**src/include/cmd_params.svh**
```systemverilog
`ifndef CMD_PARAMS_SVH
`define CMD_PARAMS_SVH

////////////////////////////////////////////////////////////////////////////
// serial timing
////////////////////////////////////////////////////////////////////////////

// system clocks per serial bit
// kept small so a frame stays under a thousand cycles
`define CMD_CLKS_PER_BIT 16

////////////////////////////////////////////////////////////////////////////
// byte buffer
////////////////////////////////////////////////////////////////////////////

// byte slots in the rx fifo, power of two
`define CMD_FIFO_DEPTH 8

////////////////////////////////////////////////////////////////////////////
// frame markers
////////////////////////////////////////////////////////////////////////////

// opening brace '{'
`define CMD_SOF 8'h7b
// closing brace '}'
`define CMD_EOF 8'h7d

`endif
```
**src/logic/cmd_pkg.sv**
```systemverilog
package cmd_pkg;

	// serial receiver phases
	typedef enum logic [1:0] {
		rx_idle  = 2'd0,
		rx_start = 2'd1,
		rx_data  = 2'd2,
		rx_stop  = 2'd3
	} rx_state_e;

	// frame parser phases, one per part of the frame
	typedef enum logic [1:0] {
		ps_idle   = 2'd0,
		ps_opcode = 2'd1,
		ps_data   = 2'd2,
		ps_end    = 2'd3
	} parse_state_e;

	// register opcodes carried in the second frame byte
	// apb byte address of a register = opcode * 4
	// apb address 0 is status: [15:8] frame errors, [7:0] fifo overflows
	typedef enum logic [7:0] {
		op_eth_addr  = 8'h01,
		op_eth_len   = 8'h02,
		op_eth_st    = 8'h03,
		op_uart_addr = 8'h11,
		op_uart_len  = 8'h12,
		op_uart_st   = 8'h13,
		op_src_ip    = 8'h21,
		op_src_mac_h = 8'h22,
		op_src_mac_l = 8'h23,
		op_des_ip    = 8'h24,
		op_des_mac_h = 8'h25,
		op_des_mac_l = 8'h26
	} cmd_opcode_e;

endpackage

```
**src/logic/uart_cmd_top.sv**
```systemverilog
`timescale 1ns/1ps

module uart_cmd_top (
	input  logic        i_sys_clk,
	input  logic        i_reset_n,
	input  logic        i_uart_rx,
	input  logic        i_psel,
	input  logic        i_penable,
	input  logic        i_pwrite,
	input  logic [7:0]  i_paddr,
	output logic [31:0] o_prdata,
	output logic        o_pready,
	output logic        o_pslverr,
	output logic [31:0] o_eth_addr,
	output logic [31:0] o_eth_len,
	output logic [31:0] o_uart_addr,
	output logic [31:0] o_uart_len,
	output logic [31:0] o_src_ip,
	output logic [31:0] o_des_ip,
	output logic [47:0] o_src_mac,
	output logic [47:0] o_des_mac,
	output logic        o_eth_start,
	output logic        o_eth_rd,
	output logic        o_uart_start,
	output logic        o_uart_rd
);

	import cmd_pkg::*;

	// receiver to fifo
	logic [7:0]  rx_byte;
	logic        rx_byte_valid;
	// fifo to parser
	logic [7:0]  fifo_head;
	logic        fifo_not_empty;
	logic        fifo_pop;
	logic [7:0]  overflow_count;
	// parser to bank
	logic        commit;
	cmd_opcode_e parse_opcode;
	logic [31:0] parse_data;
	logic        frame_error;

	////////////////////////////////////////////////////////////////////////////
	// byte path: receiver, fifo, parser
	////////////////////////////////////////////////////////////////////////////

	uart_byte_rx u_rx (
		.i_sys_clk    (i_sys_clk),
		.i_reset_n    (i_reset_n),
		.i_uart_rx    (i_uart_rx),
		.o_byte       (rx_byte),
		.o_byte_valid (rx_byte_valid)
	);

	rx_byte_fifo u_fifo (
		.i_sys_clk        (i_sys_clk),
		.i_reset_n        (i_reset_n),
		.i_push           (rx_byte_valid),
		.i_push_data      (rx_byte),
		.i_pop            (fifo_pop),
		.o_head           (fifo_head),
		.o_not_empty      (fifo_not_empty),
		.o_overflow_count (overflow_count)
	);

	cmd_frame_parser u_parser (
		.i_sys_clk     (i_sys_clk),
		.i_reset_n     (i_reset_n),
		.i_byte        (fifo_head),
		.i_byte_avail  (fifo_not_empty),
		.o_pop         (fifo_pop),
		.o_commit      (commit),
		.o_opcode      (parse_opcode),
		.o_data        (parse_data),
		.o_frame_error (frame_error)
	);

	// config registers and apb view
	cmd_reg_bank u_bank (
		.i_sys_clk        (i_sys_clk),
		.i_reset_n        (i_reset_n),
		.i_commit         (commit),
		.i_opcode         (parse_opcode),
		.i_data           (parse_data),
		.i_frame_error    (frame_error),
		.i_overflow_count (overflow_count),
		.i_psel           (i_psel),
		.i_penable        (i_penable),
		.i_pwrite         (i_pwrite),
		.i_paddr          (i_paddr),
		.o_prdata         (o_prdata),
		.o_pready         (o_pready),
		.o_pslverr        (o_pslverr),
		.o_eth_addr       (o_eth_addr),
		.o_eth_len        (o_eth_len),
		.o_uart_addr      (o_uart_addr),
		.o_uart_len       (o_uart_len),
		.o_src_ip         (o_src_ip),
		.o_des_ip         (o_des_ip),
		.o_src_mac        (o_src_mac),
		.o_des_mac        (o_des_mac),
		.o_eth_start      (o_eth_start),
		.o_eth_rd         (o_eth_rd),
		.o_uart_start     (o_uart_start),
		.o_uart_rd        (o_uart_rd)
	);

endmodule

```
**src/logic/cmd_reg_bank.sv**
```systemverilog
`timescale 1ns/1ps

module cmd_reg_bank (
	input  logic                i_sys_clk,
	input  logic                i_reset_n,
	input  logic                i_commit,
	input  cmd_pkg::cmd_opcode_e i_opcode,
	input  logic [31:0]         i_data,
	input  logic                i_frame_error,
	input  logic [7:0]          i_overflow_count,
	input  logic                i_psel,
	input  logic                i_penable,
	input  logic                i_pwrite,
	input  logic [7:0]          i_paddr,
	output logic [31:0]         o_prdata,
	output logic                o_pready,
	output logic                o_pslverr,
	output logic [31:0]         o_eth_addr,
	output logic [31:0]         o_eth_len,
	output logic [31:0]         o_uart_addr,
	output logic [31:0]         o_uart_len,
	output logic [31:0]         o_src_ip,
	output logic [31:0]         o_des_ip,
	output logic [47:0]         o_src_mac,
	output logic [47:0]         o_des_mac,
	output logic                o_eth_start,
	output logic                o_eth_rd,
	output logic                o_uart_start,
	output logic                o_uart_rd
);

	import cmd_pkg::*;

	logic [7:0]  err_count;
	cmd_opcode_e apb_sel;
	logic        apb_access;
	logic        rd_hit;
	logic [31:0] rd_word;

	////////////////////////////////////////////////////////////////////////////
	// register writes from committed frames
	////////////////////////////////////////////////////////////////////////////

	always_ff @(posedge i_sys_clk or negedge i_reset_n) begin
		if (!i_reset_n) begin
			o_eth_addr   <= '0;
			o_eth_len    <= '0;
			o_uart_addr  <= '0;
			o_uart_len   <= '0;
			o_src_ip     <= '0;
			o_des_ip     <= '0;
			o_src_mac    <= '0;
			o_des_mac    <= '0;
			o_eth_start  <= 1'b0;
			o_eth_rd     <= 1'b0;
			o_uart_start <= 1'b0;
			o_uart_rd    <= 1'b0;
		end else begin
			// start is a single cycle pulse
			o_eth_start  <= 1'b0;
			o_uart_start <= 1'b0;
			if (i_commit) begin
				case (i_opcode)
					op_eth_addr:  o_eth_addr <= i_data;
					op_eth_len:   o_eth_len  <= i_data;
					op_eth_st: begin
						// bit 0 starts, bit 1 picks read
						o_eth_start <= i_data[0];
						o_eth_rd    <= i_data[1];
					end
					op_uart_addr: o_uart_addr <= i_data;
					op_uart_len:  o_uart_len  <= i_data;
					op_uart_st: begin
						o_uart_start <= i_data[0];
						o_uart_rd    <= i_data[1];
					end
					op_src_ip:    o_src_ip <= i_data;
					// mac high word is bits 47:16
					op_src_mac_h: o_src_mac[47:16] <= i_data;
					// low half only keeps 16 bits
					op_src_mac_l: o_src_mac[15:0] <= i_data[15:0];
					op_des_ip:    o_des_ip <= i_data;
					op_des_mac_h: o_des_mac[47:16] <= i_data;
					op_des_mac_l: o_des_mac[15:0] <= i_data[15:0];
					// unknown opcode, nothing changes
					default: ;
				endcase
			end
		end
	end

	// frame errors, saturating
	always_ff @(posedge i_sys_clk or negedge i_reset_n) begin
		if (!i_reset_n) begin
			err_count <= '0;
		end else if (i_frame_error && err_count != 8'hff) begin
			err_count <= err_count + 1'b1;
		end
	end

	////////////////////////////////////////////////////////////////////////////
	// apb read side, no wait states
	////////////////////////////////////////////////////////////////////////////

	// word address doubles as the opcode
	assign apb_sel    = cmd_opcode_e'({2'b00, i_paddr[7:2]});
	assign apb_access = i_psel && i_penable;

	always_comb begin
		rd_word = '0;
		rd_hit  = 1'b1;
		if (i_paddr[1:0] != 2'b00) begin
			// unaligned
			rd_hit = 1'b0;
		end else if (i_paddr[7:2] == 6'd0) begin
			rd_word = {16'h0000, err_count, i_overflow_count};
		end else begin
			case (apb_sel)
				op_eth_addr:  rd_word = o_eth_addr;
				op_eth_len:   rd_word = o_eth_len;
				// start reads back zero, direction in bit 1
				op_eth_st:    rd_word = {30'd0, o_eth_rd, 1'b0};
				op_uart_addr: rd_word = o_uart_addr;
				op_uart_len:  rd_word = o_uart_len;
				op_uart_st:   rd_word = {30'd0, o_uart_rd, 1'b0};
				op_src_ip:    rd_word = o_src_ip;
				op_src_mac_h: rd_word = o_src_mac[47:16];
				op_src_mac_l: rd_word = {16'h0000, o_src_mac[15:0]};
				op_des_ip:    rd_word = o_des_ip;
				op_des_mac_h: rd_word = o_des_mac[47:16];
				op_des_mac_l: rd_word = {16'h0000, o_des_mac[15:0]};
				default:      rd_hit  = 1'b0;
			endcase
		end
	end

	assign o_pready  = 1'b1;
	// writes are not supported, error answers read zero
	assign o_pslverr = apb_access && (i_pwrite || !rd_hit);
	assign o_prdata  = (apb_access && !i_pwrite && rd_hit) ? rd_word : 32'd0;

endmodule

```
**src/logic/cmd_frame_parser.sv**
```systemverilog
`timescale 1ns/1ps
`include "cmd_params.svh"

module cmd_frame_parser (
	input  logic                i_sys_clk,
	input  logic                i_reset_n,
	input  logic [7:0]          i_byte,
	input  logic                i_byte_avail,
	output logic                o_pop,
	output logic                o_commit,
	output cmd_pkg::cmd_opcode_e o_opcode,
	output logic [31:0]         o_data,
	output logic                o_frame_error
);

	import cmd_pkg::*;

	parse_state_e state;
	// data bytes taken so far
	logic [1:0]   byte_cnt;

	// always ready, one byte per cycle
	assign o_pop = i_byte_avail;

	////////////////////////////////////////////////////////////////////////////
	// frame fsm
	////////////////////////////////////////////////////////////////////////////

	always_ff @(posedge i_sys_clk or negedge i_reset_n) begin
		if (!i_reset_n) begin
			state         <= ps_idle;
			byte_cnt      <= '0;
			o_commit      <= 1'b0;
			o_frame_error <= 1'b0;
		end else begin
			// strobes last one cycle
			o_commit      <= 1'b0;
			o_frame_error <= 1'b0;
			if (i_byte_avail) begin
				case (state)
					ps_idle: begin
						// anything but the opening brace is noise
						if (i_byte == `CMD_SOF) begin
							state <= ps_opcode;
						end
					end
					ps_opcode: begin
						byte_cnt <= '0;
						state    <= ps_data;
					end
					ps_data: begin
						byte_cnt <= byte_cnt + 1'b1;
						if (byte_cnt == 2'd3) begin
							state <= ps_end;
						end
					end
					ps_end: begin
						// bad end byte drops the frame
						if (i_byte == `CMD_EOF) begin
							o_commit <= 1'b1;
						end else begin
							o_frame_error <= 1'b1;
						end
						state <= ps_idle;
					end
					default: state <= ps_idle;
				endcase
			end
		end
	end

	////////////////////////////////////////////////////////////////////////////
	// opcode and data capture
	////////////////////////////////////////////////////////////////////////////

	// held stable through the commit cycle, next frame needs two pops first
	always_ff @(posedge i_sys_clk) begin
		if (i_byte_avail && state == ps_opcode) begin
			o_opcode <= cmd_opcode_e'(i_byte);
		end
		// msb first, shift up
		if (i_byte_avail && state == ps_data) begin
			o_data <= {o_data[23:0], i_byte};
		end
	end

endmodule

```
**src/logic/rx_byte_fifo.sv**
```systemverilog
`timescale 1ns/1ps
`include "cmd_params.svh"

module rx_byte_fifo (
	input  logic       i_sys_clk,
	input  logic       i_reset_n,
	input  logic       i_push,
	input  logic [7:0] i_push_data,
	input  logic       i_pop,
	output logic [7:0] o_head,
	output logic       o_not_empty,
	output logic [7:0] o_overflow_count
);

	localparam int AW = $clog2(`CMD_FIFO_DEPTH);

	logic [7:0]  mem [`CMD_FIFO_DEPTH];
	// extra msb tells full from empty
	logic [AW:0] wr_ptr;
	logic [AW:0] rd_ptr;
	logic        full;
	logic        empty;
	logic        push_ok;
	logic        pop_ok;

	assign empty   = (wr_ptr == rd_ptr);
	assign full    = (wr_ptr[AW] != rd_ptr[AW]) && (wr_ptr[AW-1:0] == rd_ptr[AW-1:0]);
	assign push_ok = i_push && !full;
	assign pop_ok  = i_pop && !empty;

	// storage
	always_ff @(posedge i_sys_clk) begin
		if (push_ok) begin
			mem[wr_ptr[AW-1:0]] <= i_push_data;
		end
	end

	// pointers and overflow count
	always_ff @(posedge i_sys_clk or negedge i_reset_n) begin
		if (!i_reset_n) begin
			wr_ptr           <= '0;
			rd_ptr           <= '0;
			o_overflow_count <= '0;
		end else begin
			if (push_ok) begin
				wr_ptr <= wr_ptr + 1'b1;
			end
			if (pop_ok) begin
				rd_ptr <= rd_ptr + 1'b1;
			end
			// dropped byte, count saturates at 255
			if (i_push && full && o_overflow_count != 8'hff) begin
				o_overflow_count <= o_overflow_count + 1'b1;
			end
		end
	end

	// head byte is read combinationally, pop takes it the same cycle
	assign o_head      = mem[rd_ptr[AW-1:0]];
	assign o_not_empty = !empty;

endmodule

```
**src/logic/uart_byte_rx.sv**
```systemverilog
`timescale 1ns/1ps
`include "cmd_params.svh"

module uart_byte_rx (
	input  logic       i_sys_clk,
	input  logic       i_reset_n,
	input  logic       i_uart_rx,
	output logic [7:0] o_byte,
	output logic       o_byte_valid
);

	import cmd_pkg::*;

	localparam int CNT_W = $clog2(`CMD_CLKS_PER_BIT);
	// last count of a full bit, and of half a bit
	localparam logic [CNT_W-1:0] BIT_LAST  = CNT_W'(`CMD_CLKS_PER_BIT - 1);
	localparam logic [CNT_W-1:0] HALF_LAST = CNT_W'(`CMD_CLKS_PER_BIT / 2 - 1);

	rx_state_e        state;
	logic [1:0]       rx_sync;
	logic             rx_s;
	logic [CNT_W-1:0] clk_cnt;
	logic [2:0]       bit_idx;
	logic [7:0]       shift_reg;

	////////////////////////////////////////////////////////////////////////////
	// line synchronizer
	////////////////////////////////////////////////////////////////////////////

	// two flops against metastability, line idles high
	always_ff @(posedge i_sys_clk or negedge i_reset_n) begin
		if (!i_reset_n) begin
			rx_sync <= 2'b11;
		end else begin
			rx_sync <= {rx_sync[0], i_uart_rx};
		end
	end

	assign rx_s = rx_sync[1];

	////////////////////////////////////////////////////////////////////////////
	// bit timing and state
	////////////////////////////////////////////////////////////////////////////

	always_ff @(posedge i_sys_clk or negedge i_reset_n) begin
		if (!i_reset_n) begin
			state        <= rx_idle;
			clk_cnt      <= '0;
			bit_idx      <= '0;
			o_byte_valid <= 1'b0;
		end else begin
			o_byte_valid <= 1'b0;
			case (state)
				rx_idle: begin
					clk_cnt <= '0;
					bit_idx <= '0;
					// falling edge opens a start bit
					if (!rx_s) begin
						state <= rx_start;
					end
				end
				rx_start: begin
					if (clk_cnt == HALF_LAST) begin
						clk_cnt <= '0;
						// glitch shorter than half a bit goes back to idle
						state   <= rx_s ? rx_idle : rx_data;
					end else begin
						clk_cnt <= clk_cnt + 1'b1;
					end
				end
				rx_data: begin
					if (clk_cnt == BIT_LAST) begin
						clk_cnt <= '0;
						bit_idx <= bit_idx + 1'b1;
						if (bit_idx == 3'd7) begin
							state <= rx_stop;
						end
					end else begin
						clk_cnt <= clk_cnt + 1'b1;
					end
				end
				rx_stop: begin
					if (clk_cnt == BIT_LAST) begin
						clk_cnt      <= '0;
						// low stop bit means a framing fault, byte is dropped
						o_byte_valid <= rx_s;
						state        <= rx_idle;
					end else begin
						clk_cnt <= clk_cnt + 1'b1;
					end
				end
				default: state <= rx_idle;
			endcase
		end
	end

	// data shifts in lsb first at each bit middle
	always_ff @(posedge i_sys_clk) begin
		if (state == rx_data && clk_cnt == BIT_LAST) begin
			shift_reg <= {rx_s, shift_reg[7:1]};
		end
	end

	assign o_byte = shift_reg;

endmodule

```
**config.mk**
```make
export PLATFORM = sky130hd
export DESIGN_NAME = uart_cmd_top
export DESIGN_NICKNAME = d
export VERILOG_FILES = /design/src/logic/cmd_pkg.sv /design/src/logic/uart_cmd_top.sv /design/src/logic/cmd_reg_bank.sv /design/src/logic/cmd_frame_parser.sv /design/src/logic/rx_byte_fifo.sv /design/src/logic/uart_byte_rx.sv
export VERILOG_INCLUDE_DIRS = /design/src /design/src/include
export SDC_FILE = /design/constraint.sdc
export NUM_CORES = 1
export LEC_CHECK = 0
export BUFFER_PORTS_ARGS = -buffer_cell sky130_fd_sc_hd__buf_2
export CORE_ASPECT_RATIO = 0.8
export CORE_MARGIN = 2
export CORE_UTILIZATION = 50
export CTS_CLUSTER_SIZE = 16
export DETAILED_ROUTE_END_ITERATION = 12
export PLACE_DENSITY = 0.82
export SKIP_LAST_GASP = 1
export SLEW_MARGIN = 20
export SYNTH_ARGS = -nofsm -noshare
export SYNTH_HDL_FRONTEND = slang
export SYNTH_SLANG_ARGS = --single-unit
```
**constraint.sdc**
```tcl
create_clock -name i_sys_clk -period 2.66 [get_ports i_sys_clk]
set_clock_uncertainty 0.05 [all_clocks]
set_input_delay 0.399 -clock i_sys_clk [delete_from_list [all_inputs] [get_ports i_sys_clk]]
set_output_delay 0.399 -clock i_sys_clk [all_outputs]
set_load 0.01 [all_outputs]
```
==> metrics.yaml <==
nFillCells: 2607
area_growth_pct: 26.3
ir_drop_mv: 0.479
hold_path_class: "register to register"
setup.worst_path.start_class: "input pin"
ys_types: 58
path_clk_slew_ns: 0.06
seq_power_share_pct: 52.1
finalSetupViolations: 19
rsz0062_at_grt: "true"
grt_max_degree: 81
die_w_um: 220
numCtsBuffers: 44
cts_tree: "done"
portBuffers: 338
report.power.total_mw: 16.8
max_stage_delay_ns: 0.54
stdcell_count: 2169
grt_overflow: 0
pwr-share-clk_pct: 36.5
synth_cells: 1259
clock_sinks: 446
die_y_um: 177
tns_ns: -1.36
path_class: "input pin to primary output"
critPathBufInv: 5
swShare_pct: 27.9
register_area_um2: 11700
dpl.cell_count: 2080
dp.final_hpwl_mm: 40.2
nets: 1674
endpoint_kind: "primary output"
htreeDepth: 2
arrival_ns: 2.32
p_leak_nw: 11.4
tightestPinTransition_ns: 0.898
crit_path_end: "o_prdata[15]"
synth_area_um2: 18700
status: "complete, but fails checks"
io_pins: 340
drt-initial-drc-count: 1751
grt_first_pass_wirelength_mm: 85.9
multiInputGateArea_um2: 6910
r2r-end: "u_bank.o_des_ip[21]"
drive_above_1_share_pct: 50.5
powerDensity_nw_per_um2: 710
slew_violations: 0
timing.fmax_mhz: 362
p_sw_mw: 4.69
crit_required_ns: 2.21
finalHoldViolCount: 0
synthTopCellsByArea: "dfrtp_1 (44%), edfxtp_1 (18%), mux2_2 (17%), a22oi_1 (3.7%), mux4_2 (1.9%)"
setup_slack_ns: -0.106
yosysTopAreaCellShare_pct: 44.3
cpMaxStageDelayCell: "a222oi_1"
rrSetupSlack_ns: 0.27
maxSlewHeadroom_pct: 40.1
die-area_um2: 39000
dr.pass1.iters: 8
syn-num-nets: 1285
cts_root_buf: "clkbuf_16"
drt-total-wl_mm: 59.0
drc: 0
path_cells: "buf_12, buf_4, nor4bb_4, and2_4, buf_12, a222oi_1, buf_4, and3_4, a31oi_4, buf_2"
antenna_left: 0
clk_path_buf_depth: 3
yosysWarnings: 0
period_share_pct: 104
ys.flop_type: "dfrtp_1"
diodes: 0
antenna_found_initial: 1
yosysSeqAreaShare_pct: 62.6
reg2reg_depth: 6
cp_max_fo: 4
synth-edff-count: 112
synth-seq-cells: 446
power_frac_comb_pct: 11.4
viasPerCell: 6.28
startpoint: "i_paddr[7]"
clk_latency_ns: 0.55
synth_area_per_cell_um2: 14.9
cp.depth: 10
start_util_pct: 50.7
cap_viol_max_count: 0
p_int_mw: 12.1
crit_family: "buffers and inverters"
wl_per_cell_um: 27.2
violations: "setup timing"
crit-reg2reg-launch: "u_parser.o_opcode[7]"
rows: 63
first_global_vias: 13700
vias: 13600
yosysTopAreaCell: "dfrtp_1"
period_minus_slack_ns: 2.77
gp_congestion: 0.884
async_flop_share_pct: 74.9
core_area_um2: 37000
grt_usage_pct: 29.7
## flip-flops by register name, indices dropped and copies added (netlist names), 32 cells and up, named ones only
| name | flops |
|---|---|
| u_bank.o_uart_addr | 32 |
| u_bank.o_uart_len | 32 |
| u_bank.o_eth_addr | 32 |
| u_bank.o_des_ip | 32 |
| u_bank.o_src_ip | 32 |
| u_bank.o_eth_len | 32 |
| u_fifo.mem | 64 |
| u_bank.o_src_mac | 48 |
| u_bank.o_des_mac | 48 |
| u_parser.o_data | 32 |
## worst min-delay path by stage
stage,end,cells after the start,start
after floorplan,async pin,0,i_reset_n
after global placement,u_bank.o_src_mac[46],1,i_reset_n
after detailed placement,u_bank.o_src_mac[46],1,i_reset_n
after CTS,u_bank.o_src_mac[46],2,i_reset_n
after global routing,u_rx.rx_sync[1],0,u_rx.rx_sync[0]
final,u_rx.rx_sync[1],0,u_rx.rx_sync[0]
## kinds of logic (layout without fill, tap and decap cells)
kind of cell	after synthesis	after routing	share of synthesized area (%)
AO/OA/AOI/OAI	205	206	8.58
XOR/XNOR	25	25	1.17
adder cells (fa/ha/maj)	12	12	0.801
buffers and inverters	106	528	2.38
flip-flops	446	446	62.6
multiplexers	320	320	20.2
other	1	1	0.0200
AND/OR/NAND/NOR	144	144	4.29
## per-layer routing
| layer | vias up | GRT usage (%) | routed length (um) |
|---|---|---|---|
| met2 | 817 | 45.4 | 27000 |
| li1 | 5586 | - | - |
| met5 | - | 0 | 0 |
| met4 | 0 | 11.5 | 2450 |
| met1 | 7046 | 41.2 | 23600 |
| met3 | 171 | 7.13 | 5930 |
## worst reg2reg max path, cell delays in order (launching register included)
cell and delay [ns]:
edfxtp_1 0.37, or3b_1 0.46, nor3b_2 0.25, and3b_1 0.26, nand2_2 0.23, buf_4 0.32
mux2_2 0.33
## synth_stat cells (3+ instances only)
cell / number
dfrtp_1: 332
mux2_2: 286
edfxtp_1: 112
a22oi_1: 92
clkbuf_1: 44
a31oi_1: 32
nand2_1: 32
buf_1: 31
a22o_1: 23
and3_1: 22
nor2_1: 20
a221oi_1: 18
xnor2_1: 18
a222oi_1: 16
mux2_1: 16
mux4_2: 16
buf_2: 14
and2_1: 13
ha_1: 12
inv_1: 11
nand4_1: 8
nor2b_1: 8
nand3_1: 7
o21ai_0: 7
xor2_1: 7
nand2b_1: 6
nor3_1: 6
a21oi_1: 5
nor4b_1: 5
and4_1: 3
buf_6: 3
## final cells by class
| type | instances | share of cell area [%] |
|---|---|---|
| flip-flops and latches | 446 | 49.6 |
| multi-input cells | 708 | 29.2 |
| repair buffers | 437 | 12.5 |
| clock buffers | 66 | 5.35 |
| well taps | 487 | 2.58 |
| clock inverters | 14 | 0.619 |
| inverters | 11 | 0.175 |
## per-stage QoR
stage,instance area (um2),hold WS [ns],setup slack (ns),util [%]
after floorplan,18900,0.0534,0.0126,-
after global placement,21900,0.292,-0.143,59.3
after detailed placement,21900,0.297,-0.178,59.3
after CTS,23500,0.312,-0.168,63.5
after global routing,23700,0.316,-0.170,64.0
final,23700,0.312,-0.106,64.0
## cell usage in the layout (no fill, tap or decap), drive strengths merged, types with 20 or more instances in the layout
master / n
nor2: 20
dfrtp: 332
buf: 434
and3: 22
mux2: 302
a31oi: 32
a22oi: 92
clkbuf: 67
edfxtp: 112
nand2: 32
a22o: 23
## repair_timing
item | CTS | global route
gates resized for setup | 16 | 36
buffers inserted | 3 | 4
hold buffers | 2 | 0
pin swaps | 5 | 14
setup endpoints to repair | 32 | 32
cloned | 1 | 1
endpoints found under the hold margin | 46 | 0
## power groups by stage
stage	logic (mW)	registers (mW)	clock network (mW)
final	1.92	8.76	6.13
after global routing	2.09	8.82	6.48
after CTS	1.92	8.71	6.20
after detailed placement	1.89	8.82	0
after global placement	1.78	8.76	0
after floorplan	1.58	8.12	0
Power figures use the tool's default switching activity.
